[config.mk]
export PLATFORM = sky130hd
export DESIGN_NAME = udp_cmd_parser
export DESIGN_NICKNAME = d
export VERILOG_FILES = /design/src/design/udp_axi_pkg.sv /design/src/design/udp_cmd_parser.sv
export SDC_FILE = /design/constraint.sdc
export NUM_CORES = 1
export LEC_CHECK = 0
export BUFFER_PORTS_ARGS = -buffer_cell sky130_fd_sc_hd__buf_2
export CORE_MARGIN = 2
export CORE_UTILIZATION = 49
export DETAILED_ROUTE_END_ITERATION = 8
export GPL_ROUTABILITY_DRIVEN = 0
export PLACE_DENSITY = 0.85
export SETUP_SLACK_MARGIN = 0.02
export SLEW_MARGIN = 20
export SYNTH_ARGS = -nofsm -noshare
export SYNTH_HDL_FRONTEND = slang
export SYNTH_SLANG_ARGS = --single-unit
export TNS_END_PERCENT = 10
[constraint.sdc]
create_clock -name gmii_rx_clk -period 8.2 [get_ports gmii_rx_clk]
set_clock_uncertainty 0.15 [all_clocks]
set_input_delay 0.82 -clock gmii_rx_clk [delete_from_list [all_inputs] [get_ports gmii_rx_clk]]
set_output_delay 0.82 -clock gmii_rx_clk [all_outputs]
set_load 0.01 [all_outputs]
[src/design/udp_axi_pkg.sv]
package udp_axi_pkg;

    typedef logic [31:0] word_t;      // one udp or axi data word
    typedef logic [31:0] axi_addr_t;  // byte address
    typedef logic [7:0]  axi_len_t;   // beats minus one
    typedef logic [3:0]  axi_id_t;
    typedef logic [1:0]  axi_burst_t;
    typedef logic [1:0]  axi_resp_t;
    typedef logic [3:0]  axi_strb_t;  // one bit per byte lane
    typedef logic [7:0]  mark_t;      // top byte of a packet's first word

    localparam mark_t      MARK_HEAD  = 8'h00; // command packet
    localparam mark_t      MARK_DATA  = 8'hFF; // write payload packet
    localparam axi_burst_t BURST_INCR = 2'b01;

    typedef struct packed {
        axi_id_t   id;
        axi_addr_t addr;
        axi_len_t  len;
    } axi_cmd_t;                      // command fifo entry, 44 bits

    typedef struct packed {
        axi_id_t    id;
        axi_addr_t  addr;
        axi_len_t   len;
        axi_burst_t burst;
    } axi_aw_t;                       // 46 bits

    typedef axi_aw_t axi_ar_t;        // read address has the same layout

    typedef struct packed {
        word_t     data;
        axi_strb_t strb;
        logic      last;
    } axi_w_t;                        // 37 bits

    typedef struct packed {
        axi_id_t   id;
        axi_resp_t resp;
    } axi_b_t;                        // 6 bits

    typedef struct packed {
        axi_id_t   id;
        word_t     data;
        axi_resp_t resp;
        logic      last;
    } axi_r_t;                        // 39 bits

endpackage

[src/design/udp_cmd_parser.sv]
`timescale 1ns/1ps

module udp_cmd_parser
    import udp_axi_pkg::*;
(
    input  logic     gmii_rx_clk,
    input  logic     rstn,
    input  logic     udp_rx_en,     // word strobe
    input  logic     udp_rx_done,   // last word of packet, with udp_rx_en
    input  word_t    udp_rx_data,
    output axi_cmd_t wr_cmd,
    output axi_cmd_t rd_cmd,
    output logic     wr_cmd_push,
    output logic     rd_cmd_push,
    output logic     data_push,
    output word_t    data_word
);

    typedef enum logic [2:0] {
        idle,       // waiting for first word of a packet
        head_w0,    // next word is command word 0
        head_w1,    // next word is the address
        payload,    // forwarding write data
        skip        // unknown marker, drop to end
    } parser_state_e;

    parser_state_e state;
    word_t         w0_q;            // held command word 0
    axi_cmd_t      cmd_q;           // decoded command, shared by both fifos
    mark_t         marker;

    assign marker = udp_rx_data[31:24];
    assign wr_cmd = cmd_q;          // push strobe picks the fifo
    assign rd_cmd = cmd_q;

    always_ff @(posedge gmii_rx_clk or negedge rstn) begin
        if (!rstn) begin
            state       <= idle;
            wr_cmd_push <= 1'b0;
            rd_cmd_push <= 1'b0;
            data_push   <= 1'b0;
        end else begin
            wr_cmd_push <= 1'b0;    // strobes are single cycle
            rd_cmd_push <= 1'b0;
            data_push   <= 1'b0;
            if (udp_rx_en) begin
                case (state)
                    idle: begin
                        if (udp_rx_done)
                            state <= idle;          // one-word packet, nothing to do
                        else if (marker == MARK_HEAD)
                            state <= head_w1;       // marker word doubles as word 0
                        else if (marker == MARK_DATA)
                            state <= payload;       // marker itself is dropped
                        else
                            state <= skip;
                    end
                    head_w0: begin
                        state <= udp_rx_done ? idle : head_w1;
                    end
                    head_w1: begin
                        wr_cmd_push <= w0_q[20];    // bit 20 selects write
                        rd_cmd_push <= !w0_q[20];
                        state       <= udp_rx_done ? idle : head_w0;
                    end
                    payload: begin
                        data_push <= 1'b1;
                        state     <= udp_rx_done ? idle : payload;
                    end
                    skip: begin
                        if (udp_rx_done) state <= idle;
                    end
                    default: state <= idle;
                endcase
            end
        end
    end

    // payload registers, qualified by the strobes above
    always_ff @(posedge gmii_rx_clk) begin
        if (udp_rx_en && (state == idle || state == head_w0))
            w0_q <= udp_rx_data;
        if (udp_rx_en && state == head_w1)
            cmd_q <= '{id: w0_q[19:16], addr: udp_rx_data, len: w0_q[7:0]};
        if (udp_rx_en)
            data_word <= udp_rx_data;   // pushed only when data_push follows
    end

    // the mac side must flag the last word on a valid beat
    a_done_with_en: assert property (@(posedge gmii_rx_clk) disable iff (!rstn)
        udp_rx_done |-> udp_rx_en);

endmodule

==> impl_metrics.prom <==
# TYPE chip_impl_metric gauge
chip_impl_metric{name="drive_above_1_share",unit=""} 0.601
chip_impl_metric{name="synth_cell_types",unit=""} 18
chip_impl_metric{name="grt_use_total",unit=""} 0.157
chip_impl_metric{name="synth-edff-count",unit=""} 89
chip_impl_metric{name="cts_inserted_buffers",unit=""} 9
chip_impl_metric{name="p_int",unit="uW"} 704
chip_impl_metric{name="fin_util",unit=""} 0.632
chip_impl_metric{name="wire_length_of_the_first_global_routing_pass",unit="mm"} 8.56
chip_impl_metric{name="cts.sinks",unit=""} 95
chip_impl_metric{name="power.density_cell_area",unit="mW/mm^2"} 218
chip_impl_info{name="cp-start-kind",value="input port"} 1
chip_impl_metric{name="irDropWorstVdd",unit="uV"} 101
chip_impl_metric{name="routed_via_density",unit=""} 4.83
chip_impl_metric{name="detail_route.wirelength",unit="mm"} 6.00
chip_impl_metric{name="worstPathRequired",unit="ns"} 8.04
chip_impl_info{name="worst_hold_path_type",value="in2async"} 1
chip_impl_metric{name="dieWidth",unit="um"} 86.0
chip_impl_metric{name="grt_overflow_total",unit=""} 0
chip_impl_metric{name="dp_hpwl",unit="mm"} 4.23
chip_impl_info{name="ys.flop_type",value="sky130_fd_sc_hd__edfxtp_1"} 1
chip_impl_metric{name="final_net_count",unit=""} 325
chip_impl_metric{name="post_synth.cell_area_avg",unit="um^2"} 20.2
chip_impl_info{name="rsz0062_at_grt",value="no"} 1
chip_impl_metric{name="tightestPinTransition",unit="ns"} 0.912
chip_impl_info{name="netlist.top_cell.by_area",value="sky130_fd_sc_hd__edfxtp_1"} 1
chip_impl_metric{name="seqPwrFrac",unit=""} 0.626
chip_impl_info{name="post_synth_main_area_contributors",value="sky130_fd_sc_hd__edfxtp_1, sky130_fd_sc_hd__buf_4, sky130_fd_sc_hd__dfrtp_1, sky130_fd_sc_hd__nor2_1, sky130_fd_sc_hd__o41ai_2"} 1
chip_impl_metric{name="synth_nets",unit=""} 199
chip_impl_metric{name="postSynthCellCount",unit=""} 163
chip_impl_metric{name="floorplan.rows",unit=""} 29
chip_impl_info{name="tritoncts",value="built"} 1
chip_impl_metric{name="vias",unit=""} 1788
chip_impl_metric{name="slew_headroom",unit=""} 0.392
chip_impl_metric{name="finalWorstPathRequiredPeriod",unit="ns"} 2.88
chip_impl_metric{name="cts.repair_timing.setup_buffer_count",unit=""} 0
chip_impl_metric{name="yosys.area.top_type_share",unit=""} 0.811
chip_impl_metric{name="yosys_warnings",unit=""} 0
chip_impl_metric{name="grt_antenna_before_repair",unit=""} 0
chip_impl_metric{name="firstDrtPassIters",unit=""} 4
chip_impl_metric{name="combPwrFrac",unit=""} 0.046
chip_impl_metric{name="worst_ep_arrival",unit="ns"} 2.72
chip_impl_metric{name="synth_async_sr_flop_share",unit=""} 0.0632
chip_impl_info{name="worst_setup_path_startpoint",value="udp_rx_en"} 1
chip_impl_metric{name="path_max_fanout",unit=""} 39
chip_impl_metric{name="final.setup.tns",unit="ns"} 0
chip_impl_metric{name="static-leakage-power",unit="nW"} 1.67
chip_impl_metric{name="first_global_vias",unit=""} 1700
chip_impl_info{name="timing_worst_setup_path_type",value="in2reg"} 1
chip_impl_metric{name="drv.max_cap_violation_count",unit=""} 0
chip_impl_metric{name="cts.hold.buffers_added",unit=""} 0
chip_impl_metric{name="postSynthRegisterBits",unit=""} 95
chip_impl_metric{name="y_dimension_of_the_die",unit="um"} 86.0
chip_impl_info{name="synth.most_common_cell",value="sky130_fd_sc_hd__edfxtp_1"} 1
chip_impl_metric{name="antenna_left",unit=""} 0
chip_impl_metric{name="numPortBuffers",unit=""} 158
chip_impl_metric{name="detailedRoute.firstIterationViolations",unit=""} 75
chip_impl_metric{name="synth-seq-area-share",unit=""} 0.856
chip_impl_metric{name="start_util",unit=""} 0.513
chip_impl_metric{name="final-hold-violation-count",unit=""} 0
chip_impl_metric{name="routedWlPerCell",unit="um"} 16.2
chip_impl_metric{name="cts_repair_resize_count",unit=""} 0
chip_impl_metric{name="ctsLongestPathBuffers",unit=""} 2
chip_impl_info{name="clock_tree.root_cell",value="sky130_fd_sc_hd__clkbuf_8"} 1
chip_impl_metric{name="netlist_area",unit="mm^2"} 0.00330
chip_impl_metric{name="maximum_number_of_pins_on_one_net_before_global_route_repair",unit=""} 40
chip_impl_metric{name="slew_viol_final",unit=""} 0
chip_impl_metric{name="max_freq",unit="GHz"} 0.347
chip_impl_metric{name="htree_levels",unit=""} 3
chip_impl_metric{name="setup_viol_count_final",unit=""} 0
chip_impl_info{name="run_status",value="completed"} 1
chip_impl_metric{name="clkLatencyLatePin",unit="ns"} 0.34
chip_impl_metric{name="power.share.switching",unit=""} 0.202
chip_impl_info{name="critical_path.endpoint_type",value="flop"} 1
chip_impl_info{name="worstReg2RegStart",value="state[2]"} 1
chip_impl_metric{name="final_min_period_over_clock_period",unit=""} 0.352
chip_impl_metric{name="number_of_drc_violations_after_detailed_routing",unit=""} 0
chip_impl_info{name="yosys-top-cells-count",value="sky130_fd_sc_hd__edfxtp_1, sky130_fd_sc_hd__buf_4, sky130_fd_sc_hd__dfrtp_1, sky130_fd_sc_hd__nor2_1, sky130_fd_sc_hd__a21oi_1"} 1
chip_impl_metric{name="hold_slack",unit="ns"} 0.141
chip_impl_metric{name="antenna_cells_inserted",unit=""} 0
chip_impl_metric{name="io_pins",unit=""} 159
chip_impl_metric{name="area.growth.synth_to_final",unit="%"} 23.1
chip_impl_metric{name="clkPwrFrac",unit=""} 0.328
chip_impl_metric{name="clk_pin_slew_worst_paths",unit="ns"} 0.09
chip_impl_metric{name="core-area",unit="mm^2"} 0.00642
chip_impl_metric{name="power.net_switching",unit="uW"} 178
chip_impl_metric{name="dieArea",unit="mm^2"} 0.00740
## registers in the layout, summed over array words and instances (netlist names)
| name | flops |
|---|---|
| state | 3 |
| data_word | 32 |
| wr_cmd_push | 1 |
| data_push | 1 |
| w0_q | 13 |
| rd_cmd_push | 1 |
| rd_cmd | 44 |
## cells by family after synthesis
| group | after synthesis | synth area share |
|---|---|---|
| flops | 95 | 0.856 |
| buf+inv | 45 | 0.101 |
| simple gates | 16 | 0.0258 |
| compound gates | 7 | 0.0163 |
## power by group through the flow
| stage | clock, mW | sequential (mW) | combinational (mW) |
|---|---|---|---|
| floorplan | 0 | 0.571 | 0.00354 |
| global placement | 0 | 0.563 | 0.0392 |
| detailed placement | 0 | 0.564 | 0.0411 |
| CTS | 0.300 | 0.553 | 0.0411 |
| global route | 0.316 | 0.554 | 0.0440 |
| finish | 0.289 | 0.553 | 0.0403 |
## critical path, stage by stage
cell                       delay (ns)
sky130_fd_sc_hd__buf_2           0.69
sky130_fd_sc_hd__nand3b_1        0.31
sky130_fd_sc_hd__nor2_4          0.43
sky130_fd_sc_hd__buf_4           0.46
## through the flow
stage | std cells | cell area (um^2) | setup slack, ns | total power, mW
2_1_floorplan | 163 | 3300 | 4.80 | 0.575
3_5_place_dp | 355 | 3870 | 4.90 | 0.605
3_3_place_gp | 355 | 3870 | 5.05 | 0.602
4_1_cts | 370 | 4050 | 5.27 | 0.894
5_1_grt | 370 | 4060 | 5.13 | 0.914
6_report | 370 | 4060 | 5.32 | 0.882
## path summary, 6_finish.rpt
path                                    end  slack (ns)  cells past startpoint
worst max register to register    rd_cmd[3]        6.14                      3
worst min-delay path               state[1]        0.14                      1
min in group gmii_rx_clk          rd_cmd[1]        0.27                      0
worst min register to register    rd_cmd[1]        0.27                      0
max in group asynchronous       rd_cmd_push        7.61                      1
worst max-delay path              rd_cmd[3]        5.32                      4
## routing by layer
metal	track usage	routed length, um	part of all wire
met5	0	0	0
met2	0.269	3160	0.53
met3	0.0404	512	0.085
met1	0.189	2250	0.37
met4	0.0620	78	0.013
## final cells by class
cell class | count | area (um^2)
tap | 77 | 96.3
clock inverter | 5 | 58.8
timing repair buffer | 159 | 798
multi-input combinational | 23 | 149
inverter | 1 | 3.75
fill | 472 | 2370
sequential | 95 | 2820
clock buffer | 10 | 128
## layout by cell type, fill, tap and decap left out, types with 2 or more instances in the layout
cell type | netlist | final
sky130_fd_sc_hd__nor2_1 | 6 | 4
sky130_fd_sc_hd__clkinvlp_4 | 0 | 2
sky130_fd_sc_hd__nor4_1 | 2 | 2
sky130_fd_sc_hd__dfrtp_1 | 6 | 6
sky130_fd_sc_hd__edfxtp_1 | 89 | 89
sky130_fd_sc_hd__clkbuf_8 | 0 | 9
sky130_fd_sc_hd__a21oi_1 | 3 | 3
sky130_fd_sc_hd__nand4_1 | 2 | 2
sky130_fd_sc_hd__buf_2 | 0 | 158
No activity file was read; power rests on OpenSTA's default activity.
