`config.mk`:
```
export PLATFORM = sky130hd
export DESIGN_NAME = sync_fifo
export DESIGN_NICKNAME = d
export VERILOG_FILES = /design/src/design/sync_fifo.sv
export SDC_FILE = /design/constraint.sdc
export NUM_CORES = 1
export LEC_CHECK = 0
export CAP_MARGIN = 20
export CORE_MARGIN = 2
export CORE_UTILIZATION = 50
export DETAILED_ROUTE_END_ITERATION = 16
export DONT_BUFFER_PORTS = 1
export PLACE_DENSITY = 0.62
export RECOVER_POWER = 100
export SYNTH_ARGS = -nofsm -noshare
export SYNTH_HDL_FRONTEND = slang
export SYNTH_SLANG_ARGS = --single-unit
```
`constraint.sdc`:
```
create_clock -name gmii_rx_clk -period 4.5 [get_ports gmii_rx_clk]
set_clock_uncertainty 0.05 [all_clocks]
set_input_delay 0.675 -clock gmii_rx_clk [delete_from_list [all_inputs] [get_ports gmii_rx_clk]]
set_output_delay 0.675 -clock gmii_rx_clk [all_outputs]
set_load 0.005 [all_outputs]
```
`src/design/sync_fifo.sv`:
```
`timescale 1ns/1ps

module sync_fifo #(
    parameter int WIDTH = 32,
    parameter int DEPTH = 16
) (
    input  logic                         gmii_rx_clk,
    input  logic                         rstn,
    input  logic                         push,
    input  logic                         pop,
    input  logic [WIDTH-1:0]             wdata,
    output logic [WIDTH-1:0]             rdata,  // head word, valid when not empty
    output logic                         empty,
    output logic                         full,
    output logic [$clog2(DEPTH+1)-1:0]   count   // words held
);

    localparam int PTR_W = (DEPTH > 1) ? $clog2(DEPTH) : 1;

    logic [WIDTH-1:0] mem [DEPTH];        // storage, no reset needed
    logic [PTR_W-1:0] wr_ptr;
    logic [PTR_W-1:0] rd_ptr;

    function automatic logic [PTR_W-1:0] next_ptr(input logic [PTR_W-1:0] p);
        return (p == PTR_W'(DEPTH - 1)) ? '0 : p + 1'b1; // wrap for any depth
    endfunction

    assign rdata = mem[rd_ptr];           // show-ahead
    assign empty = (count == '0);
    assign full  = (count == DEPTH);

    always_ff @(posedge gmii_rx_clk) begin
        if (push) mem[wr_ptr] <= wdata;
    end

    always_ff @(posedge gmii_rx_clk or negedge rstn) begin
        if (!rstn) begin
            wr_ptr <= '0;
            rd_ptr <= '0;
            count  <= '0;
        end else begin
            if (push) wr_ptr <= next_ptr(wr_ptr);
            if (pop)  rd_ptr <= next_ptr(rd_ptr);
            case ({push, pop})
                2'b10:   count <= count + 1'b1;
                2'b01:   count <= count - 1'b1;
                default: count <= count;      // both or neither
            endcase
        end
    end

    a_no_overflow:  assert property (@(posedge gmii_rx_clk) disable iff (!rstn)
        push |-> !full);                      // producer must watch space
    a_no_underflow: assert property (@(posedge gmii_rx_clk) disable iff (!rstn)
        pop |-> !empty);

endmodule

```
==> results of run 1 <==
==> layout make-up <==
class / count / area share (%)
sequential: 525 / 71.0
multi-input combinational: 311 / 17.9
clock buffer: 69 / 6.26
tap: 525 / 2.97
timing repair buffer: 32 / 0.944
clock inverter: 25 / 0.905
inverter: 3 / 0.0509
==> registers in the layout, summed over array words and instances (netlist names) <==
name	flops
mem	512
count	5
rd_ptr	4
wr_ptr	4
==> timing repair <==
item	in CTS	in global routing
endpoints found under the setup margin	0	0
hold buffers	1	0
endpoints found under the hold margin	13	0
==> cell usage after synthesis (all sizes together) <==
library cell / n
nand3b: 1
a21oi: 3
nand4bb: 1
o22ai: 64
nor2: 50
a31oi: 1
xor2: 4
mux2: 2
edfxtp: 512
mux2i: 1
buf: 23
dfrtp: 13
nor3: 3
and3: 1
o211ai: 1
o31ai: 1
nand2: 14
ha: 9
o21ai: 6
o41ai: 1
nand4b: 1
mux4: 128
or2: 2
nand4: 3
clkbuf: 28
xnor2: 4
nand3: 4
nand2b: 6
inv: 3
==> power by group through the flow <==
stage	clock, uW	sequential (uW)	combinational (uW)
global placement	0	6210	2560
global route	4360	6170	2650
CTS	4170	6120	2580
floorplan	0	6010	1910
detailed placement	0	6220	2570
finish	4080	6120	2460
==> layout by cell type, fill, tap and decap left out, types with 4 or more instances in the layout <==
| master | n |
|---|---|
| inv_6 | 4 |
| clkbuf_16 | 53 |
| nand2_1 | 13 |
| nand3_1 | 4 |
| clkbuf_1 | 31 |
| nand2b_1 | 4 |
| edfxtp_1 | 512 |
| o22ai_1 | 64 |
| clkbuf_2 | 6 |
| xor2_1 | 4 |
| xnor2_1 | 4 |
| mux4_2 | 128 |
| dfrtp_1 | 10 |
| nor2_1 | 50 |
| o21ai_0 | 6 |
| ha_1 | 9 |
| clkinv_1 | 12 |
| clkinv_2 | 6 |
| buf_4 | 7 |
==> path summary, 6_finish.rpt <==
kind | endpoint | slack, ns | cells after the start
worst min-delay path | rd_ptr[0] | 0.12 | 1
worst min register to register | count[4] | 0.49 | 1
min in group asynchronous | count[0] | 0.54 | 1
worst max-delay path | mem[8][4] | 0.62 | 5
max in group asynchronous | rd_ptr[2] | 3.32 | 1
worst max register to register | mem[8][4] | 0.62 | 5
==> metal layers <==
layer	up-vias	routed length, um	part of all wire, %	global-route usage, %
met5	-	0	0	0
met4	0	693	1.7	5.66
met3	53	2680	6.5	4.99
met2	233	20100	49	32.4
met1	4814	17600	43	29.1
li1	3835	-	-	-
==> per-stage QoR <==
step                      cells  total power (uW)  instance area [sq um]
final                      1490             12700                  22100
after global routing       1490             13200                  22100
after CTS                  1490             12900                  22300
after detailed placement   1395              8800                  20700
after global placement     1395              8770                  20700
after floorplan             890              7920                  19900
==> kinds of logic after synthesis <==
kind of cell,synth area share (%)
muxes,14.6
buffers and inverters,1.47
xor gates and xnor gates,0.351
adders and majority gates,0.565
DFF,78.7
AOI/OAI and AO/OA,2.38
and+or+nand+nor,1.89
==> critical path, cell delays in order, from the launching register on <==
cell and delay [ns]:
dfrtp_1 0.41, inv_1 0.15, ha_1 0.17, nand2_1 0.11
nor2_1 1.89, clkbuf_2 0.73
==> impl_metrics.csv, run 1 <==
group,metric,value,unit
status,run_status,"finished with violations",
status,violations,"max-capacitance violations, max-slew violations",
worst_setup_path,timing.setup.critical_path_class,"reg2reg",
layout,multi_input_area,3960,sq um
worst_setup_path,startpoint,"wr_ptr[0]",
die,ioPinCount,75,
route,first_pass_iters,4,
sta,report.final.slew_viol_count,291,
route,vias,8935,
global_route,grt_pass1_wl,61000,um
cts,cts_buffer_depth,3,
route,wl_per_cell,27.6,um
logic_synthesis,synth_area_leaders,"edfxtp_1 (77%), mux4_2 (14%), o22ai_1 (2.0%)",
logic_synthesis,ys_warn_count,0,
cts,postCtsSetupRepairBufs,0,
global_route,grt_usage,20.6,%
route,drt_iter0_drc,746,
logic_synthesis,ys_seq_elements,525,
placed_design,place_congestion,0.714,
worst_setup_path,worst_ep_arrival_time,4.06,ns
sta,period_share,86.3,%
worst_setup_path,r2r_start,"wr_ptr[0]",
layout,fill_cells,2892,
pwr,vdd.ir_drop.worst,0.351,mV
placed_design,dp_hpwl,22800,um
die,dieArea,41500,sq um
logic_synthesis,synth_area,19900,sq um
pwr,leakagePower,0.00686,uW
worst_setup_path,setup.worst_path.start_class,"flip-flop",
route,detail-route-antenna-nets,0,
logic_synthesis,synth.distinct_cells,32,
logic_synthesis,synth_top_cell_area_share,77.1,%
die,placementRows,73,
pwr,p_switching,3480,uW
sta,hold_ws,0.123,ns
sta,worstMarginPinSlew,2.56,ns
logic_synthesis,synth_largest_area_cell,"edfxtp_1",
layout,register_area,15700,sq um
logic_synthesis,syn-mean-instance-area,22.4,sq um
cts,clock_sinks,525,
pwr,p_int,9180,uW
die,initial_utilization,50.4,%
pwr,pwr-share-seq,48.4,%
route,vias_per_cell,6.00,
worst_hold_path,worstHoldPathType,"in2reg",
pwr,clkPwrFrac,32.2,%
die,core_area,39500,sq um
cts,clock_latency,0.58,ns
global_route,grt_max_degree,56,
sta,setup_viol,0,
sta,period_needed,3.88,ns
sta,final_hold_viol_count,0,
sta,fin_tns_setup,0,ns
sta,worst_slack,0.617,ns
global_route,grt.overflow.total,0,
cts,clk_pin_slew,0.06,ns
worst_setup_path,crit_required,4.67,ns
cts,tritoncts,"done",
layout,final_core_util,56.0,%
worst_setup_path,critPathCaptureType,"flip-flop",
die,fp.dieW,204,um
placed_design,port-buffer-count,0,
worst_setup_path,path_max_fanout,20,
cts,numCtsBuffers,53,
logic_synthesis,netlist_instances,890,
worst_hold_path,hold_start,"pop",
pwr,combPwrFrac,19.4,%
die,die_h,204,um
flow_run,drv_cap,16,
route,drt-total-wl,41100,um
layout,drive_above_1_share,22.8,%
placed_design,dp_slack,1.51,ns
logic_synthesis,yosysSeqAreaShare,78.7,%
cts,cts_root_buf,"clkbuf_16",
pwr,power_density,572,nW/um^2
layout,antenna-diode-count,0,
global_route,grt_pass1_vias,9232,
layout,area_delta_synth_final,11.0,%
sta,fmax,258,MHz
cts,cts_htree_levels,2,
pwr,netSwitchingFraction,27.5,%
sta,rsz0062_at_grt,"no",
global_route,antenna_found_initial,0,
cts,cts_resized,0,
sta,slew_headroom,-71.2,%
logic_synthesis,syn-num-nets,935,
route,drc,0,
layout,fin_nets,971,
Power figures use the tool's default switching activity.
==> run 2, diff against run 1 <==
--- a/config.mk
+++ b/config.mk
@@ -7,10 +7,10 @@
 export LEC_CHECK = 0
 export CAP_MARGIN = 20
 export CORE_MARGIN = 2
-export CORE_UTILIZATION = 50
+export CORE_UTILIZATION = 60
 export DETAILED_ROUTE_END_ITERATION = 16
 export DONT_BUFFER_PORTS = 1
-export PLACE_DENSITY = 0.62
+export PLACE_DENSITY = 0.73
 export RECOVER_POWER = 100
 export SYNTH_ARGS = -nofsm -noshare
 export SYNTH_HDL_FRONTEND = slang
==> impl_metrics.csv, run 2 (same netlist as run 1, synthesis figures left out) <==
group,metric,value,unit
cts,clock_sinks,525,
layout,final_cell_mix,"edfxtp_1 (512), mux4_2 (128), o22ai_1 (64)",
cts,cts_buffer_depth,3,
pwr,power_density,572,nW/um^2
layout,reg_top3,"mem x512, count x5",
die,initial_utilization,61.1,%
die,placementRows,66,
sta,worst_slack,0.636,ns
cts,cts_hold_buf,1,
sta,report.final.slew_viol_count,291,
worst_setup_path,crit_slowest_cell,"dfrtp_2",
worst_setup_path,startpoint,"rd_ptr[1]",
worst_setup_path,crit_path_max_incr_delay,0.99,ns
worst_setup_path,setup.worst_path.start_class,"flip-flop",
sta,period_share,85.9,%
layout,drive_above_1_share,23.5,%
route,wl_per_cell,27.1,um
die,dieArea,34700,sq um
route,drt-total-wl,38200,um
cts,cts_htree_levels,2,
cts,clk_pin_slew,0.06,ns
status,run_status,"finished with violations",
worst_setup_path,path_max_fanout,41,
route,vias_per_cell,6.44,
layout,layout_commonest_cell,"edfxtp_1",
layout,fin_nets,968,
sta,slew_headroom,-70.7,%
route,vias,9063,
global_route,grt_pass1_vias,9571,
route,drc,0,
route,first_pass_iters,6,
layout,regMostFlops,"mem",
die,fp.dieW,186,um
worst_setup_path,r2r_start,"wr_ptr[0]",
worst_setup_path,worstPathCellList,"nand2b_1 > clkbuf_2 > o22ai_1 > nor2_1",
route,detail-route-antenna-nets,0,
worst_setup_path,worst_ep_arrival_time,3.14,ns
global_route,grt.overflow.total,0,
cts,tritoncts,"done",
layout,antenna-diode-count,0,
cts,postCtsSetupRepairBufs,0,
worst_setup_path,timing.setup.critical_path_class,"reg2out",
status,violations,"max-capacitance violations, max-slew violations",
worst_hold_path,worstHoldPathType,"in2reg",
placed_design,port-buffer-count,0,
cts,cts_resized,0,
sta,fmax,259,MHz
layout,final_core_util,67.6,%
pwr,vdd.ir_drop.worst,0.406,mV
sta,final_hold_viol_count,0,
cts,clock_latency,0.56,ns
global_route,grt_pass1_wl,58700,um
worst_setup_path,crit_required,3.77,ns
flow_run,drv_cap,13,
worst_setup_path,rr_worst_depth,4,
worst_setup_path,critPathCaptureType,"output port",
placed_design,dp_hpwl,22100,um
cts,numCtsBuffers,50,
die,ioPinCount,75,
worst_setup_path,rrSetupSlack,0.64,ns
worst_setup_path,r2r-end,"mem[15][12]",
placed_design,dp_slack,1.39,ns
cts,cts_root_buf,"clkbuf_16",
sta,period_needed,3.86,ns
sta,rsz0062_at_grt,"no",
global_route,grt_max_degree,69,
pwr,leakagePower,0.00686,uW
sta,setup_viol,0,
die,core_area,32600,sq um
sta,worstMarginPinSlew,2.56,ns
worst_setup_path,endpoint,"rdata[17]",
layout,area_delta_synth_final,10.6,%
die,die_h,186,um
sta,fin_tns_setup,0,ns
global_route,antenna_found_initial,0,
layout,largest_reg_flops,512,
pwr,total_power,12600,uW
placed_design,place_congestion,0.729,
route,drt_iter0_drc,900,
global_route,grt_usage,22.7,%
-- run 2: worst max-delay path, delay by kind of cell (launching register included) --
| family | cells | cell delay, ns |
|---|---|---|
| flops | 1 | 0.99 |
| buf+inv | 1 | 0.57 |
| simple gates | 2 | 0.64 |
| compound gates | 1 | 0.36 |
-- run 2: cell type report --
cell class | instances | area [sq um]
Timing Repair Buffer | 32 | 183
Clock inverter | 26 | 243
Clock buffer | 68 | 1390
Fill cell | 1999 | 10600
Inverter | 3 | 11.3
Sequential cell | 525 | 15700
Tap cell | 442 | 553
Multi-Input combinational cell | 311 | 3970
-- run 2: metal layers --
layer	GRT usage (%)	part of all wire, %
met5	0	0
met4	5.35	1.8
met3	4.21	7.5
met2	37.3	50
met1	32.4	41
-- run 2: metrics by stage --
stage | cell area [sq um] | hold WS, ns | instances
floorplan | 19900 | 0.329 | 890
global placement | 20600 | 0.330 | 1312
detailed placement | 20600 | 0.330 | 1312
CTS | 22200 | 0.131 | 1407
global route | 22100 | 0.135 | 1407
finish | 22100 | 0.156 | 1407
-- run 2: how the worst min path moves through the flow --
stage | start | end | slack, ns | depth (start not counted)
final | wdata[22] | mem[0][22] | 0.16 | 0
after global routing | wdata[27] | mem[1][27] | 0.13 | 0
after CTS | wdata[16] | mem[1][16] | 0.13 | 0
after detailed placement | rstn | count[3] | 0.33 | 0
after global placement | rstn | count[1] | 0.33 | 0
after floorplan | rstn | count[0] | 0.33 | 0
-- run 2: where the power goes --
part / internal [uW] / switching [uW]
combinational: 1020 / 1400
clock: 2410 / 1710
sequential: 5840 / 254
