[src/design/udp_axi_pkg.sv]
package udp_axi_pkg;

    typedef logic [31:0] word_t;      // one udp or axi data word
    typedef logic [31:0] axi_addr_t;  // byte address
    typedef logic [7:0]  axi_len_t;   // beats minus one
    typedef logic [3:0]  axi_id_t;
    typedef logic [1:0]  axi_burst_t;
    typedef logic [1:0]  axi_resp_t;
    typedef logic [3:0]  axi_strb_t;  // one bit per byte lane
    typedef logic [7:0]  mark_t;      // top byte of a packet's first word

    localparam mark_t      MARK_HEAD  = 8'h00; // command packet
    localparam mark_t      MARK_DATA  = 8'hFF; // write payload packet
    localparam axi_burst_t BURST_INCR = 2'b01;

    typedef struct packed {
        axi_id_t   id;
        axi_addr_t addr;
        axi_len_t  len;
    } axi_cmd_t;                      // command fifo entry, 44 bits

    typedef struct packed {
        axi_id_t    id;
        axi_addr_t  addr;
        axi_len_t   len;
        axi_burst_t burst;
    } axi_aw_t;                       // 46 bits

    typedef axi_aw_t axi_ar_t;        // read address has the same layout

    typedef struct packed {
        word_t     data;
        axi_strb_t strb;
        logic      last;
    } axi_w_t;                        // 37 bits

    typedef struct packed {
        axi_id_t   id;
        axi_resp_t resp;
    } axi_b_t;                        // 6 bits

    typedef struct packed {
        axi_id_t   id;
        word_t     data;
        axi_resp_t resp;
        logic      last;
    } axi_r_t;                        // 39 bits

endpackage

[src/design/axi_wr_master.sv]
`timescale 1ns/1ps

module axi_wr_master
    import udp_axi_pkg::*;
#(
    parameter int DATA_DEPTH = 512
) (
    input  logic                              gmii_rx_clk,
    input  logic                              rstn,
    input  axi_cmd_t                          cmd,         // head of write cmd fifo
    input  logic                              cmd_empty,
    output logic                              cmd_pop,
    input  word_t                             data_word,   // head of payload fifo
    input  logic [$clog2(DATA_DEPTH+1)-1:0]   data_count,
    output logic                              data_pop,
    output axi_aw_t                           aw,
    output logic                              aw_valid,
    input  logic                              aw_ready,
    output axi_w_t                            w,
    output logic                              w_valid,
    input  logic                              w_ready,
    input  axi_b_t                            b,
    input  logic                              b_valid,
    output logic                              b_ready
);

    typedef enum logic [1:0] {idle, addr, data, resp} wr_state_e;

    wr_state_e  state;
    axi_len_t   beat_cnt;           // beats sent in this burst
    logic [8:0] need;               // words the head command consumes
    logic       start;

    assign need  = {1'b0, cmd.len} + 9'd1;
    assign start = (state == idle) && !cmd_empty && (data_count >= need); // whole burst buffered

    assign cmd_pop  = start;
    assign aw_valid = (state == addr);
    assign w_valid  = (state == data);
    assign w        = '{data: data_word, strb: '1, last: (beat_cnt == aw.len)};
    assign data_pop = w_valid && w_ready;   // one word per handshake
    assign b_ready  = (state == resp);

    always_ff @(posedge gmii_rx_clk) begin
        if (start) aw <= '{id: cmd.id, addr: cmd.addr, len: cmd.len, burst: BURST_INCR};
    end

    always_ff @(posedge gmii_rx_clk or negedge rstn) begin
        if (!rstn) begin
            state    <= idle;
            beat_cnt <= '0;
        end else begin
            case (state)
                idle: if (start) state <= addr;
                addr: begin
                    if (aw_ready) begin
                        state    <= data;
                        beat_cnt <= '0;
                    end
                end
                data: begin
                    if (w_ready) begin
                        beat_cnt <= beat_cnt + 1'b1;
                        if (w.last) state <= resp;
                    end
                end
                resp: if (b_valid) state <= idle;   // response code ignored
                default: state <= idle;
            endcase
        end
    end

    a_aw_hold: assert property (@(posedge gmii_rx_clk) disable iff (!rstn)
        aw_valid && !aw_ready |=> aw_valid && $stable(aw));
    a_w_last_ends: assert property (@(posedge gmii_rx_clk) disable iff (!rstn)
        w_valid && w_ready && w.last |=> !w_valid && b_ready);
    a_b_id: assert property (@(posedge gmii_rx_clk) disable iff (!rstn)
        b_valid && b_ready |-> b.id == aw.id);

endmodule

[config.mk]
export PLATFORM = sky130hd
export DESIGN_NAME = axi_wr_master
export DESIGN_NICKNAME = d
export VERILOG_FILES = /design/src/design/udp_axi_pkg.sv /design/src/design/axi_wr_master.sv
export SDC_FILE = /design/constraint.sdc
export NUM_CORES = 1
export LEC_CHECK = 0
export ABC_AREA = 1
export BUFFER_PORTS_ARGS = -buffer_cell sky130_fd_sc_hd__buf_2
export CORE_MARGIN = 4
export CORE_UTILIZATION = 45
export CTS_CLUSTER_DIAMETER = 80
export DETAILED_ROUTE_END_ITERATION = 8
export HOLD_SLACK_MARGIN = 0.06
export PLACE_DENSITY_LB_ADDON = 0.08
export SLEW_MARGIN = 10
export SYNTH_ARGS = -nofsm -noshare
export SYNTH_HDL_FRONTEND = slang
export SYNTH_SLANG_ARGS = --single-unit
[constraint.sdc]
create_clock -name gmii_rx_clk -period 10.43 [get_ports gmii_rx_clk]
set_clock_uncertainty 0.15 [all_clocks]
set_input_delay 2.086 -clock gmii_rx_clk [delete_from_list [all_inputs] [get_ports gmii_rx_clk]]
set_output_delay 2.086 -clock gmii_rx_clk [all_outputs]
set_load 0.01 [all_outputs]
==> metrics, run 1 <==
Net Sw Frac=approximately a third; cell type with the largest total area after synthesis=edfxtp_1; Combinational Power Share=29.3%; internal power=387 uW; fmax=between 150 and 200 MHz; H-tree levels=2; Worst slew margin=approximately 64%; Setup WS post-layout=between 4 and 5 ns; Reg clk slew, reported paths=about 0.090 ns; crit path time final=approximately 6.2 ns; GRT Util Overall=between 10% and 20%; Max Cap Violations=0; Area Overhead vs Synth=16.9%; Die Height=around 86 um; fillers=509; Multi-input gate area=747 um^2; Post-DRT Antenna Nets=0; initial antenna violation count=0; Worst Hold Margin=about 0.41 ns; hold crit path type=reg -> reg; main flop type after synthesis=edfxtp_1; placed standard-cell area=between 0.003 and 0.004 mm^2; fin. max-slew vios=0; via count=roughly 1.8k; Row Count=27; die width=~86 um; post-DR vias/cell=between 4 and 5; critical path's slowest cell=nor3b_1; drt drc=0; Gates resized, CTS repair=0; CTS Hold Buffers Added=0; total routed wirelength=roughly 5300 um; Crit. End Element=primary output; Starting Density=a little under half; endpoints failing setup=0; setup TNS=0 ns; CTS Sinks=54; critical setup path kind=in -> out; crit share post-route=between 50% and 60%; warnings from Yosys=0; synth cell count leaders=45 x nand2_1, 44 x edfxtp_1, 38 x buf_4; final hold viol count=0; leading cell type by number of instances after synthesis=nand2_1; critical path startpoint category=input port; Root Driver=clkbuf_8; Crit path largest cell delay=~0.33 ns; die area=between 0.007 and 0.008 mm^2; CTS tree=built; status=finished, final reports clean; delay-heaviest family, CP=simple AND/OR/NAND/NOR gates; WL per Instance=~13 um; leak pwr=around 1.5 nW; GPL Wtd Cong=about 0.74; fin nets=439; # port buffers=109; clock group share of total power=roughly a fifth; maximum clock path buffer count=2; antenna fix cells=0; crit path DAT=roughly 4.0 ns; Worst Max-Slew Pin Slew=between 0.5 and 0.6 ns; Mapped Cells=about 240; ys async rst share=a little under a fifth; CORE AREA=around 0.0057 mm^2; cells along the critical path=buf_2, ha_1, nand3_1, nor3b_1, nand3_1, ha_1, nand2_1, inv_1, a21oi_1, nand3_1, nand2_1, clkinv_1, buf_2; top-area cell type share of the netlist area=between 40% and 50%; most frequent CP cell=nand3_1; CP Data Required Time=between 8 and 9 ns; DRT Pass-1 Iters=4; synth unique cells=25; first-pass GRT wire length=just over 8000 um; clk_lat worst skew=0.30 ns; final instance area=~0.0032 mm^2; Buf/Inv on CP=4; sequential cell area=between 0.0015 and 0.002 mm^2; sequential area share after synthesis=between 50 and 60%; main area contributors after synthesis=edfxtp_1 49%, buf_4 11%, dfrtp_1 9.3%; grt total ovfl=0; Post-Place Setup Slack=between 4 and 5 ns; Seq cells post-synth=54; CTS buffer count=5; Power Density=approximately 180 mW/mm^2; maximum VDD drop=~0.065 mV; Post-synth EDFFs=44; IO Pins=186; sw power=around 190 uW; setup bufs post-CTS=0; layout cell share with drive strength beyond 1=a little under two fifths; crit path max fanout=4; Seq pwr share=about half; largest net degree at the start of global routing=45; post-synthesis instance area=around 0.0027 mm^2; vias in the first global route=between 1.5k and 2k; post-DP HPWL=4170 um; Mapped Avg Cell Area=11.1 um^2; first-iteration detailed-routing DRC count=56; unrepaired setup endpoints after global routing=false
==> sequential cells by signal, summed over array words and instances, names as in the netlist <==
name      cells
beat_cnt      8
state         2
aw           44
==> tightest hold or removal path: cells and delay by family (launching register included) <==
| kind | cells | cell delay (ns) |
|---|---|---|
| flops | 1 | 0.42 |
| simple gates | 2 | 0.12 |
==> logic make-up after synthesis <==
group                    after synthesis  share of synthesized area [%]
AND/OR/NAND/NOR                       79                           13.5
buffers and inverters                 69                           14.8
flip-flops                            54                           58.1
adder cells (fa/ha/maj)               15                           6.94
XOR/XNOR                              13                           4.21
AO/OA/AOI/OAI                         11                           2.17
other                                  2                          0.278
==> placed cells by master, fill, tap and decap left out, drive strengths merged <==
cell type  Yosys  final
buf           38    110
o22ai          1      1
nand3b         1      1
inv           31     30
dfrtp         10     10
nand3         10     10
clkinv         0      4
o31ai          1      1
nor4           2      2
conb           2      6
xnor2          8      8
nor3           4      4
nor2           9      9
xor2           5      5
edfxtp        44     44
a21oi          4      4
nor3b          3      3
o21ai          5      5
and3           1      1
nand2         46     46
ha            15     15
nand4          3      3
clkbuf         0      5
==> worst paths after layout <==
check | startpoint | end | slack [ns] | cells after the start
max | cmd[0] | cmd_pop | 4.20 | 13
min reg2reg | state[0]$_DFFE_PN0P_ | state[0]$_DFFE_PN0P_ | 0.41 | 2
min | state[0]$_DFFE_PN0P_ | state[0]$_DFFE_PN0P_ | 0.41 | 2
max in group asynchronous | rstn | beat_cnt[2]$_DFFE_PN0P_ | 8.44 | 1
max reg2reg | state[1]$_DFFE_PN0P_ | aw[31]$_DFFE_PP_ | 8.40 | 7
min in group asynchronous | rstn | beat_cnt[7]$_DFFE_PN0P_ | 1.48 | 1
==> metrics by stage <==
step	power, mW	util (%)	instances
after floorplan	0.420	-	247
after global placement	0.471	54.2	391
after detailed placement	0.474	54.2	391
after CTS	0.586	55.7	399
after global routing	0.618	55.7	399
final	0.579	55.7	399
==> per-layer routing <==
metal  up-vias  routed length (um)  track usage, %
li1        921                   -               -
met2        76                2500            25.4
met1       780                2100            16.0
met5         -                   0               0
met3        16                 544            4.80
met4         0                 118            5.90
==> power by group through the flow <==
| stage | sequential, mW | clock, mW | combinational [mW] |
|---|---|---|---|
| floorplan | 0.315 | 0 | 0.106 |
| global placement | 0.301 | 0 | 0.170 |
| detailed placement | 0.301 | 0 | 0.173 |
| CTS | 0.297 | 0.116 | 0.173 |
| global route | 0.301 | 0.125 | 0.193 |
| finish | 0.297 | 0.113 | 0.170 |
==> area by class of cell <==
| class | instances | area share, % |
|---|---|---|
| Tap cell | 72 | 2.85 |
| Sequential cell | 54 | 49.7 |
| Inverter | 31 | 3.68 |
| Multi-Input combinational cell | 124 | 23.6 |
| Clock buffer | 5 | 2.18 |
| Clock inverter | 3 | 0.514 |
| Timing Repair Buffer | 110 | 17.5 |
No activity file was read; power rests on OpenSTA's default activity.
==> inputs of run 2 (changes only) <==
--- a/config.mk
+++ b/config.mk
@@ -8,7 +8,7 @@
 export ABC_AREA = 1
 export BUFFER_PORTS_ARGS = -buffer_cell sky130_fd_sc_hd__buf_2
 export CORE_MARGIN = 4
-export CORE_UTILIZATION = 45
+export CORE_UTILIZATION = 38
 export CTS_CLUSTER_DIAMETER = 80
 export DETAILED_ROUTE_END_ITERATION = 8
 export HOLD_SLACK_MARGIN = 0.06
==> constraint.sdc (replaced) <==
create_clock -name gmii_rx_clk -period 5.1 [get_ports gmii_rx_clk]
set_clock_uncertainty 0.15 [all_clocks]
set_input_delay 1.02 -clock gmii_rx_clk [delete_from_list [all_inputs] [get_ports gmii_rx_clk]]
set_output_delay 1.02 -clock gmii_rx_clk [all_outputs]
set_load 0.01 [all_outputs]
==> run 2 against run 1 <==
Net effect:
- register-to-register slack lost 5.3 ns
- largest cell class unchanged
- critical path type unchanged
- cell area grew 0.91%
- sequential power grew 100%
==> metrics, run 2 (same netlist as run 1, synthesis figures left out) <==
fillers=708 (was 509); GPL Wtd Cong=0.810 (was 0.741); GRT Util Overall=12.5% (was 14.4%); fmax=around 240 MHz; hold crit path type=reg -> reg (unchanged); most common cell after layout, fill and taps aside=buf_2 (unchanged); Hold Path Sink=state[0]$_DFFE_PN0P_ (unchanged); Worst Max-Slew Pin Slew=0.544 ns (was 0.536 ns); maximum clock path buffer count=2 (unchanged); critical path startpoint category=input port (unchanged); die area=0.00853 mm^2 (was 0.00732 mm^2); Post-DRT Antenna Nets=0 (unchanged); die width=92.4 um (was 85.5 um); Multi-input gate area=747 um^2 (unchanged); Worst slew margin=63.7% (was 64.3%); Die Height=92.4 um (was 85.5 um); setup bufs post-CTS=0 (unchanged); H-tree levels=2 (unchanged); max reg flops=44 (unchanged); Gates resized, CTS repair=0 (unchanged); Crit. End Element=primary output (unchanged); setup TNS=0 ns (unchanged); Max Cap Violations=0 (unchanged); Power Density=370 mW/mm^2 (was 183 mW/mm^2); Reg clk slew, reported paths=0.09 ns (about the same); post-DP HPWL=4350 um (was 4170 um); FF-to-FF path depth=7 (unchanged); final hold viol count=0 (unchanged); Core Util, Final=46.5% (was 55.7%); hold depth=2 (unchanged); crit path DAT=2.91 ns (was 3.99 ns); CORE AREA=0.00687 mm^2 (was 0.00568 mm^2); sequential cell area=0.00157 mm^2 (unchanged); RR Endpoint=aw[8]$_DFFE_PP_ (was aw[31]$_DFFE_PP_); Starting Density=39.4% (was 47.7%); largest register by flop count=aw (unchanged); DRT Pass-1 Iters=3 (was 4); critical setup path kind=in -> out (unchanged); fin nets=439 (unchanged); crit path time final=approximately 4.1 ns; initial antenna violation count=0 (unchanged); Root Driver=clkbuf_8 (unchanged); HP Start=state[0]$_DFFE_PN0P_ (unchanged); endpoints failing setup=0 (unchanged); fin. max-slew vios=0 (unchanged); CTS Hold Buffers Added=0 (unchanged); Area Overhead vs Synth=18.0% (was 16.9%); Row Count=30 (was 27); drt drc=0 (unchanged); vias in the first global route=1725 (was 1780); crit path max fanout=4 (unchanged); grt total ovfl=0 (unchanged); largest net degree at the start of global routing=45 (unchanged); leak pwr=1.48 nW (about the same); first-pass GRT wire length=8450 um (was 8290 um); layout cell share with drive strength beyond 1=38.2% (was 37.9%); CP Data Required Time=3.93 ns (was 8.19 ns); status=finished, final reports clean (unchanged); unrepaired setup endpoints after global routing=false (unchanged); R2R Setup Slk=3.14 ns (was 8.40 ns); Layout Cells excl Fill=423 (was 399); via count=1808 (was 1793); WL per Instance=12.6 um (was 13.2 um); post-DR vias/cell=4.27 (was 4.49); most frequent cells in the layout=109 x buf_2, 45 x nand2_1, 44 x edfxtp_1, 27 x inv_1, 15 x ha_1 (unchanged); CTS Sinks=54 (unchanged); first-iteration detailed-routing DRC count=79 (was 56); CTS tree=built (unchanged); # port buffers=109 (unchanged); CTS buffer count=5 (unchanged); placed cell count=415 (was 391); maximum VDD drop=0.125 mV (was 0.0655 mV); worst r2r src=state[0]$_DFFE_PN0P_ (was state[1]$_DFFE_PN0P_); IO Pins=186 (unchanged); Regs by FF count=aw x44, beat_cnt x8, state x2 (unchanged); total routed wirelength=5340 um (was 5260 um); clk_lat worst skew=0.29 ns (was 0.30 ns); crit share post-route=approximately four fifths; antenna fix cells=0 (unchanged)
==> run 2: changes by cell type in the layout (fill, tap and decap cells not counted), sizes merged <==
cell and change:
inv +1, clkinv -4, clkbuf +2, clkinvlp +1
==> run 2: worst max-delay path by stage <==
stage          endpoint   start  depth (start not counted)
3_5_place_dp    cmd_pop  cmd[0]                         13
2_1_floorplan   cmd_pop  cmd[0]                         11
5_1_grt         cmd_pop  cmd[0]                         13
3_3_place_gp    cmd_pop  cmd[0]                         13
4_1_cts         cmd_pop  cmd[0]                         13
6_report        cmd_pop  cmd[0]                         13
==> run 2: metrics by stage <==
step	total power [mW]	setup slack [ns]	cell area, um^2	hold WS [ns]
final	1.18	1.02	3190	0.410
after floorplan	0.859	0.656	2720	0.341
after global routing	1.28	0.735	3190	0.409
after global placement	0.971	0.982	3110	0.383
after CTS	1.20	0.953	3190	0.414
after detailed placement	0.975	0.959	3110	0.390
==> run 2: cell type report <==
cell class	count	share of cell area [%]
inverters	31	3.65
flip-flops and latches	54	49.2
well taps	96	3.76
clock buffers	7	2.39
clock inverters	1	0.235
multi-input cells	124	23.4
repair buffers	110	17.3
==> run 2: metal layers <==
| metal | global-route usage (%) | share of wire (%) | up-vias |
|---|---|---|---|
| li1 | - | - | 920 |
| met4 | 3.96 | 0.99 | 0 |
| met1 | 14.9 | 39 | 807 |
| met2 | 20.7 | 50 | 71 |
| met5 | 0 | 0 | - |
| met3 | 4.96 | 9.9 | 10 |
==> run 2: worst max-delay path, stage by stage <==
cell	delay (ns)
buf_2	0.12
ha_1	0.19
nand3_1	0.13
nor3b_1	0.34
nand3_1	0.13
ha_1	0.31
nand2_1	0.07
nor2_1	0.13
nand3_1	0.09
nand3_1	0.10
nand2_1	0.09
inv_2	0.07
buf_2	0.14
==> run 2: where the power goes <==
group          internal (mW)  switching (mW)  leakage, nW
Combinational          0.127           0.221        0.902
Sequential             0.571          0.0363        0.541
Clock                 0.0974           0.129       0.0385
Total                  0.795           0.385         1.48
