File: src/design/udp_axi_pkg.sv
package udp_axi_pkg;

    typedef logic [31:0] word_t;      // one udp or axi data word
    typedef logic [31:0] axi_addr_t;  // byte address
    typedef logic [7:0]  axi_len_t;   // beats minus one
    typedef logic [3:0]  axi_id_t;
    typedef logic [1:0]  axi_burst_t;
    typedef logic [1:0]  axi_resp_t;
    typedef logic [3:0]  axi_strb_t;  // one bit per byte lane
    typedef logic [7:0]  mark_t;      // top byte of a packet's first word

    localparam mark_t      MARK_HEAD  = 8'h00; // command packet
    localparam mark_t      MARK_DATA  = 8'hFF; // write payload packet
    localparam axi_burst_t BURST_INCR = 2'b01;

    typedef struct packed {
        axi_id_t   id;
        axi_addr_t addr;
        axi_len_t  len;
    } axi_cmd_t;                      // command fifo entry, 44 bits

    typedef struct packed {
        axi_id_t    id;
        axi_addr_t  addr;
        axi_len_t   len;
        axi_burst_t burst;
    } axi_aw_t;                       // 46 bits

    typedef axi_aw_t axi_ar_t;        // read address has the same layout

    typedef struct packed {
        word_t     data;
        axi_strb_t strb;
        logic      last;
    } axi_w_t;                        // 37 bits

    typedef struct packed {
        axi_id_t   id;
        axi_resp_t resp;
    } axi_b_t;                        // 6 bits

    typedef struct packed {
        axi_id_t   id;
        word_t     data;
        axi_resp_t resp;
        logic      last;
    } axi_r_t;                        // 39 bits

endpackage

File: src/design/axi_rd_master.sv
`timescale 1ns/1ps

module axi_rd_master
    import udp_axi_pkg::*;
(
    input  logic     gmii_rx_clk,
    input  logic     rstn,
    input  axi_cmd_t cmd,           // head of read cmd fifo
    input  logic     cmd_empty,
    output logic     cmd_pop,
    output axi_ar_t  ar,
    output logic     ar_valid,
    input  logic     ar_ready,
    input  axi_r_t   r,
    input  logic     r_valid,
    output logic     r_ready,
    input  logic     tx_full,
    output logic     tx_push,
    output word_t    tx_word,
    output logic     udp_tx_start   // one cycle after the last r beat
);

    typedef enum logic [1:0] {idle, addr, data} rd_state_e;

    rd_state_e state;
    logic      beat;                // accepted r beat

    assign cmd_pop  = (state == idle) && !cmd_empty;
    assign ar_valid = (state == addr);
    assign r_ready  = (state == data) && !tx_full;  // stall on full tx fifo
    assign beat     = r_valid && r_ready;
    assign tx_push  = beat;
    assign tx_word  = r.data;       // resp ignored

    always_ff @(posedge gmii_rx_clk) begin
        if (cmd_pop) ar <= '{id: cmd.id, addr: cmd.addr, len: cmd.len, burst: BURST_INCR};
    end

    always_ff @(posedge gmii_rx_clk or negedge rstn) begin
        if (!rstn) begin
            state        <= idle;
            udp_tx_start <= 1'b0;
        end else begin
            udp_tx_start <= 1'b0;
            case (state)
                idle: if (cmd_pop) state <= addr;
                addr: if (ar_ready) state <= data;
                data: begin
                    if (beat && r.last) begin
                        state        <= idle;
                        udp_tx_start <= 1'b1;  // whole burst now in tx fifo
                    end
                end
                default: state <= idle;
            endcase
        end
    end

    a_ar_hold: assert property (@(posedge gmii_rx_clk) disable iff (!rstn)
        ar_valid && !ar_ready |=> ar_valid && $stable(ar));
    // slave must answer with the id of the burst in flight
    a_r_id: assert property (@(posedge gmii_rx_clk) disable iff (!rstn)
        beat |-> r.id == ar.id);

endmodule

File: config.mk
export PLATFORM = sky130hd
export DESIGN_NAME = axi_rd_master
export DESIGN_NICKNAME = d
export VERILOG_FILES = /design/src/design/udp_axi_pkg.sv /design/src/design/axi_rd_master.sv
export SDC_FILE = /design/constraint.sdc
export NUM_CORES = 1
export LEC_CHECK = 0
export BUFFER_PORTS_ARGS = -buffer_cell sky130_fd_sc_hd__buf_2
export CAP_MARGIN = 20
export CORE_MARGIN = 2
export CORE_UTILIZATION = 32
export CTS_CLUSTER_DIAMETER = 200
export DETAILED_ROUTE_END_ITERATION = 10
export GPL_ROUTABILITY_DRIVEN = 0
export PLACE_DENSITY = 0.84
export SLEW_MARGIN = 40
export SYNTH_ARGS = -nofsm -noshare
export SYNTH_HDL_FRONTEND = slang
export SYNTH_SLANG_ARGS = --single-unit
File: constraint.sdc
create_clock -name gmii_rx_clk -period 4.2 [get_ports gmii_rx_clk]
set_input_delay 0.42 -clock gmii_rx_clk [delete_from_list [all_inputs] [get_ports gmii_rx_clk]]
set_output_delay 0.42 -clock gmii_rx_clk [all_outputs]
set_load 0.05 [all_outputs]
==> results by group, run 1 <==
Placed design
  • Dpl cell area: about 2100 um2
  • Placed instance count: 231
  • HPWL Detailed: 3735 um
  • Number of port buffers: 99

STA
  • WHS: between 0.3 and 0.4 ns
  • Peak Freq: 500.5 MHz
  • Final Skew: about 0.0045 ns
  • RSZ-0062 raised after global routing: no
  • Crit path time final: 1.998 ns
  • Count of pins over their slew limit: 0
  • Hold violation count in the final report: 0
  • Finish-stage setup viols: 0
  • Final worst path period share: 47.57%
  • Setup TNS: 0 ns

Critical path
  • Worst Path Arrival: 1.58 ns
  • Slowest cell delay on critical path: 0.48 ns
  • CP Launch Type: flop
  • Critical path's slowest cell: nor3_4
  • Worst setup EP type: output port
  • Cells along the critical path: nor3_4 -> buf_2
  • Crit Path Category: flop to output port
  • WP data required: 3.78 ns
  • CP max FO: 10
  • FF-to-FF path depth: 2

Cells and area
  • Final instance area: about 2200 um2
  • Final Non-Filler Cells: 240
  • Fillers: 498
  • Util after Layout: between 40% and 50%
  • Layout Nets: 258
  • Share of layout cells above drive strength 1: around two thirds
  • Diodes inserted: 0
  • Area growth syn-to-layout: 26.03%

GRT
  • Largest net degree at the start of global routing: 24
  • Antenna violations before repair: 0
  • Vias in the first global route: 1,008
  • First-pass GRT wire length: 6147 um
  • GRT Total Usage: 14.55%
  • Grt ovf: 0

Routing
  • WL/cell: between 15 and 20 um
  • Metal-1 WL: 1149 um
  • WL final: about 4300 um
  • Vias per inst: between 4 and 5
  • First-pass iteration count of the detailed router: 3
  • Met2 wire length: 2419 um
  • Via count: 992
  • Wire length on met3: 691 um
  • Final ANT Viol Nets: 0
  • Top Layer Used: met4
  • DR iter-0 viols: 14
  • DRC viols: 0

Synthesis
  • Top-count cell post-synth: edfxtp_1
  • Adder-Cell Fraction of Synth Area: 0%
  • Largest family of logic cells by synthesized area: buffers and inverters
  • Top_reg_cell synth: edfxtp_1
  • Post-Synth Simple-Gate Area: about 3.5%
  • Mapped Area: approximately 1700 um2
  • Sequential fraction of the synthesis area: 80.46%
  • Mux share of post-synthesis cell area: 0%
  • Post-synthesis compound-gate area fraction: less than 1%
  • Top cells by instance count after synthesis: 44 x edfxtp_1, 34 x buf_4, 3 x dfrtp_1
  • Post-Syn Area per Cell: 18.46 um2
  • Top cells by area, synth: edfxtp_1 76%, buf_4 15%, dfrtp_1 4.3%, nor2b_1 0.72%, nor3b_2 0.72%
  • Area share of the largest cell type after synthesis: 76.14%
  • Post-synth EDFFs: 44
  • FF+latch count, synth: 47
  • Syn Nets: around 180
  • Synth cell types: 13
  • Xor/xnor share of the synthesized area: 0%
  • Ys async rst share: 6.383%
  • Yosys top cell by area: edfxtp_1
  • Ys Warns: 0
  • Synth Instances: 94

Floorplanning
  • Initial Utilization: 33.55%
  • Die height: 77.64 um
  • Core area: 5172 um2
  • # rows: 26
  • Die area: between 6000 and 7000 um2
  • IO Count: 172
  • Chip Width: 77.64 um

Run status
  • Run status: completed

Clock tree
  • Max H-tree Level: 2
  • Clock buffer depth: 2
  • CTS-repair resized insts: 0
  • Clk sinks: 47
  • CTS root buffer: clkbuf_8
  • Hold Buf Count CTS: 1
  • Total CTS buffers: 5
  • Setup Buffers After CTS: 0
  • Clock Latency Late Sink: 0.29 ns
  • TritonCTS clock tree: built
  • Clock-pin slew on the worst setup and hold paths: around 0.080 ns

Power
  • Pleak: between 0.0009 and 0.001 uW
  • Worst vdd ir: 0.0003376 V
  • PD cells: 654.1 nW/um2

Worst hold path
  • Worst min path class: primary input to flop
  • Min-Delay Path Depth: 1

Flow run
  • Max-Cap Viols: 0
## cell families after synthesis
group                  Yosys count
buffers and inverters           34
other                            2
AOI/OAI and AO/OA                2
and+or+nand+nor                  9
DFF                             47
## state kept, by name, summed over array words and instances (netlist names)
signal and cells:
udp_tx_start 1, state 2, ar 44
## critical path, delay by kind of cell, from the launching register on
kind	cells	cell delay, ns
and+or+nand+nor	1	0.48
DFF	1	0.46
buffers and inverters	1	0.36
## report_power, final
group | leakage, uW | internal (uW) | switching, uW | total (uW)
Combinational | 0.000443 | 103 | 414 | 517
Sequential | 0.000449 | 630 | 33.8 | 664
Clock | 0.0000392 | 113 | 137 | 250
Total | 0.000932 | 846 | 585 | 1430
## metal layers
layer / up-vias / track usage (%)
met4: 0 / 6.250
met3: 6 / 9.535
met5: - / 0
met2: 99 / 26.38
li1: 446 / -
met1: 441 / 12.15
## cell type report
type	instances	area [um2]	share of cell area (%)
flip-flops and latches	47	1396	63.84
repair buffers	102	524.3	23.97
well taps	70	87.58	4.005
clock inverters	3	15.01	0.6865
multi-input cells	13	95.09	4.348
clock buffers	5	68.82	3.146
## cells in the final DEF (no fill, tap or decap)
master / instances
conb_1: 2
clkinvlp_4: 1
nor2_1: 2
dlygate4sd3_1: 1
a211oi_1: 1
nor2b_2: 1
clkbuf_8: 5
nand2b_1: 1
buf_4: 1
nor2b_1: 2
buf_2: 99
buf_6: 1
edfxtp_1: 44
nor3b_2: 1
dfrtp_1: 3
nor3_4: 1
nand3b_1: 1
a22o_1: 1
clkinv_1: 2
## worst paths after layout
check                                         end            startpoint  slack (ns)
setup / recovery                          cmd_pop  state[0]$_DFFE_PN0P_        2.20
hold / removal                   ar[20]$_DFFE_PP_               cmd[18]        0.30
setup reg to reg                 ar[41]$_DFFE_PP_  state[0]$_DFFE_PN0P_        2.55
hold reg to reg              state[0]$_DFFE_PN0P_  state[1]$_DFFE_PN0P_        0.58
max in group asynchronous  udp_tx_start$_DFF_PN0_                  rstn        3.64
min in group asynchronous    state[0]$_DFFE_PN0P_                  rstn        0.46
## through the flow
step | total power, uW | worst slack, ns
2_1_floorplan | 1147 | 0.9959
5_1_grt | 1504 | 2.091
6_report | 1431 | 2.202
3_5_place_dp | 1197 | 2.482
4_1_cts | 1452 | 2.165
3_3_place_gp | 1182 | 2.054
No activity file was read; power rests on OpenSTA's default activity.
==> inputs of run 2 (changes only) <==
--- a/config.mk
+++ b/config.mk
@@ -5,6 +5,7 @@
 export SDC_FILE = /design/constraint.sdc
 export NUM_CORES = 1
 export LEC_CHECK = 0
+export ABC_AREA = 1
 export BUFFER_PORTS_ARGS = -buffer_cell sky130_fd_sc_hd__buf_2
 export CAP_MARGIN = 20
 export CORE_MARGIN = 2
==> constraint.sdc (replaced) <==
create_clock -name gmii_rx_clk -period 1.6 [get_ports gmii_rx_clk]
set_input_delay 0.16 -clock gmii_rx_clk [delete_from_list [all_inputs] [get_ports gmii_rx_clk]]
set_output_delay 0.16 -clock gmii_rx_clk [all_outputs]
set_load 0.05 [all_outputs]
==> run 2 against run 1 <==
Compared with the run above:
- flip-flop and latch count unchanged
- clock skew about the same
- critical path depth up 2
- count of clock-buffer cells in the layout did not move
- global-route usage is 4.3 points lower
- clock power grew to 3.9 times the previous value
- die area grew 0.41%
- register-to-register slack lost 2.4 ns
- hold slack worse by 0.26 ns
- cell area up 5.6%
- sequential share of layout area decreased by 3.4 points
- critical path type unchanged
==> results by group, run 2 <==
Clock tree
  • Clk sinks: 47 (unchanged)
  • Max H-tree Level: 2 (unchanged)
  • Total CTS buffers: 5 (unchanged)
  • TritonCTS clock tree: built
  • Clock buffer depth: 2 (unchanged)
  • CTS root buffer: clkbuf_8
  • Clock Latency Late Sink: 0.28 ns (about the same)
  • Clock-pin slew on the worst setup and hold paths: 0.08 ns (about the same)

Critical path
  • Slowest cell delay on critical path: 0.41 ns (-0.07 ns)
  • Delay-heaviest family, CP: flip-flops
  • Critical path's slowest cell: dfrtp_1
  • Crit Path Category: flop to output port
  • Worst setup EP type: output port
  • WP data required: 1.44 ns (-2.34 ns)
  • CP max FO: 10 (unchanged)
  • Worst Path Buf+Inv: 2 (+1)
  • Crit. Startpoint: state[1]$_DFFE_PN0P_
  • Cells along the critical path: inv_2 -> nand2_2 -> nor2_4 -> buf_4
  • Worst Path Arrival: 1.34 ns (-0.24 ns)
  • Worst r2r src: state[1]$_DFFE_PN0P_
  • CP Launch Type: flop

STA
  • Final Skew: 0.004371 ns (-0.0001115 ns)
  • Peak Freq: 666.9 MHz
  • Final worst path period share: 93.72%
  • RSZ-0062 raised after global routing: no
  • Finish-stage setup viols: 0 (unchanged)
  • Hold violation count in the final report: 0 (unchanged)
  • WHS: 0.04191 ns (-0.2596 ns)
  • Crit path time final: 1.499 ns
  • Final WS setup: 0.1005 ns (-2.102 ns)
  • Setup TNS: 0 ns (unchanged)
  • Count of pins over their slew limit: 0 (unchanged)

GRT
  • First-pass GRT wire length: 4754 um (-23%)
  • Antenna violations before repair: 0 (unchanged)
  • Grt ovf: 0 (unchanged)
  • GRT Total Usage: 10.27% (-4.3 points)
  • Largest net degree at the start of global routing: 16 (-33%)
  • Vias in the first global route: 992 (-1.6%)

Placed design
  • Dpl ws: 0.2151 ns (-2.267 ns)
  • Number of port buffers: 99 (unchanged)
  • HPWL Detailed: 2692 um (-28%)

Routing
  • WL/cell: 13.12 um (-27%)
  • Via count: 1,002 (+1.0%)
  • Final ANT Viol Nets: 0 (unchanged)
  • First-pass iteration count of the detailed router: 4 (+1)
  • Vias per inst: 3.945 (-4.6%)
  • DRC viols: 0 (unchanged)
  • DR iter-0 viols: 27 (+13)
  • WL final: 3332 um (-23%)

Power
  • Internal power: 2647 uW (+210%)
  • Sequential fraction of design power: 40.6% (-5.8 points)
  • Worst vdd ir: 0.0007587 V (+120%)
  • Net Switching: 1642 uW (+180%)
  • Combinational power share: 36.5% (+0.3 points)
  • Net Sw Frac: 38.28% (-2.6 points)
  • Pleak: 0.001028 uW (+10%)
  • Clock share of power: 22.9% (+5.4 points)
  • PD cells: 1857 nW/um2 (+180%)

Synthesis
  • Ys Warns: 0 (unchanged)
  • FF+latch count, synth: 47 (unchanged)
  • Largest family of logic cells by synthesized area: buffers and inverters
  • Post-Syn Area per Cell: 17.43 um2 (-5.6%)
  • Top cells by instance count after synthesis: 44 x edfxtp_1, 34 x buf_4, 5 x nand2_1, 4 x inv_1, 3 x dfrtp_1
  • Top cells by area, synth: edfxtp_1 76%, buf_4 15%, dfrtp_1 4.3%, nand2_1 1.1%, inv_1 0.86%
  • Top_reg_cell synth: edfxtp_1
  • Xor/xnor share of the synthesized area: 0% (unchanged)
  • Post-Synth Simple-Gate Area: 3.015% (-0.45 points)
  • Ys async rst share: 6.383% (unchanged)
  • Adder-Cell Fraction of Synth Area: 0% (unchanged)
  • Synth cell types: 12 (-1)
  • Area share of the largest cell type after synthesis: 75.81% (-0.33 points)
  • Post-synthesis compound-gate area fraction: 0.7179% (-0.22 points)
  • Top-count cell post-synth: edfxtp_1
  • Post-synth EDFFs: 44 (unchanged)
  • Sequential fraction of the synthesis area: 80.11% (-0.35 points)
  • Mapped Area: 1743 um2 (+0.43%)
  • Yosys top cell by area: edfxtp_1
  • Syn Nets: 189 (+3.3%)
  • Synth Instances: 100 (+6.4%)
  • Mux share of post-synthesis cell area: 0% (unchanged)

Cells and area
  • Diodes inserted: 0 (unchanged)
  • Area growth syn-to-layout: 32.52%
  • Top Registers: ar (44), state (2), udp_tx_start (1)
  • Commonest non-fill, non-tap cells in the layout: 98 x buf_2, 44 x edfxtp_1, 11 x buf_4, 5 x clkbuf_8, 4 x nand2_1
  • Biggest register: ar
  • Commonest non-fill, non-tap cell in the layout: buf_2
  • Share of layout cells above drive strength 1: 67.93% (+3.2 points)
  • Layout Nets: 272 (+5.4%)
  • Util after Layout: 44.65% (+2.4 points)
  • Max reg flops: 44 (unchanged)

Floorplanning
  • Die area: 6053 um2 (+0.41%)
  • IO Count: 172 (unchanged)
  • # rows: 26 (unchanged)
  • Initial Utilization: 33.70% (+0.15 points)
  • Die height: 77.80 um (+0.21%)
  • Core area: 5172 um2 (unchanged)
  • Chip Width: 77.80 um (+0.21%)

Worst hold path
  • Worst min path class: primary input to flop
  • Worst hold path startpoint: cmd[14]

Flow run
  • Max-Cap Viols: 0 (unchanged)

Run status
  • Run status: completed
-- run 2: final cells by class --
type	instances	area, um2
Fill cell	440	2863
Clock buffer	5	68.82
Multi-Input combinational cell	14	87.58
Tap cell	70	87.58
Inverter	5	18.77
Sequential cell	47	1396
Timing Repair Buffer	110	583.1
Clock inverter	3	67.56
-- run 2: worst paths after layout --
path,to,slack [ns],cells after the start
setup / recovery,cmd_pop,0.10,4
min in group asynchronous,udp_tx_start$_DFF_PN0_,0.19,2
hold / removal,ar[16]$_DFFE_PP_,0.04,1
setup reg to reg,ar[8]$_DFFE_PP_,0.16,5
max in group asynchronous,state[0]$_DFFE_PN0P_,1.30,2
hold reg to reg,state[1]$_DFFE_PN0P_,0.56,3
-- run 2: through the flow --
step / cells / instance area (um2) / power (uW)
floorplan: 100 / 1758 / 3098
global placement: 241 / 2131 / 3253
detailed placement: 241 / 2131 / 3293
CTS: 250 / 2280 / 4278
global route: 254 / 2310 / 4448
finish: 254 / 2310 / 4288
-- run 2: cells by family (layout without fill, tap and decap cells) --
family | Yosys count | in the layout
simple gates | 11 | 11
flops | 47 | 47
buf+inv | 39 | 123
other cells | 2 | 2
compound gates | 1 | 1
-- run 2: repair_timing --
item	4_1_cts	5_1_grt
hold endpoints to repair	3	0
gates resized for setup	1	0
endpoints found under the setup margin	1	1
setup buffers	0	4
pin swaps	0	1
hold buffers	1	0
-- run 2: per-layer routing --
layer / vias up / track usage (%) / wire (um)
met5: - / 0 / 0
met4: 0 / 6.607 / 77
met2: 75 / 18.71 / 1667
met3: 14 / 2.442 / 364
met1: 440 / 10.37 / 1223
li1: 473 / - / -
-- run 2: power by group through the flow --
stage / registers (uW) / clock network [uW] / logic, uW
floorplan: 2540 / 0 / 559
global placement: 1760 / 0 / 1500
detailed placement: 1770 / 0 / 1520
CTS: 1740 / 1010 / 1530
global route: 1760 / 1050 / 1640
finish: 1740 / 982 / 1570
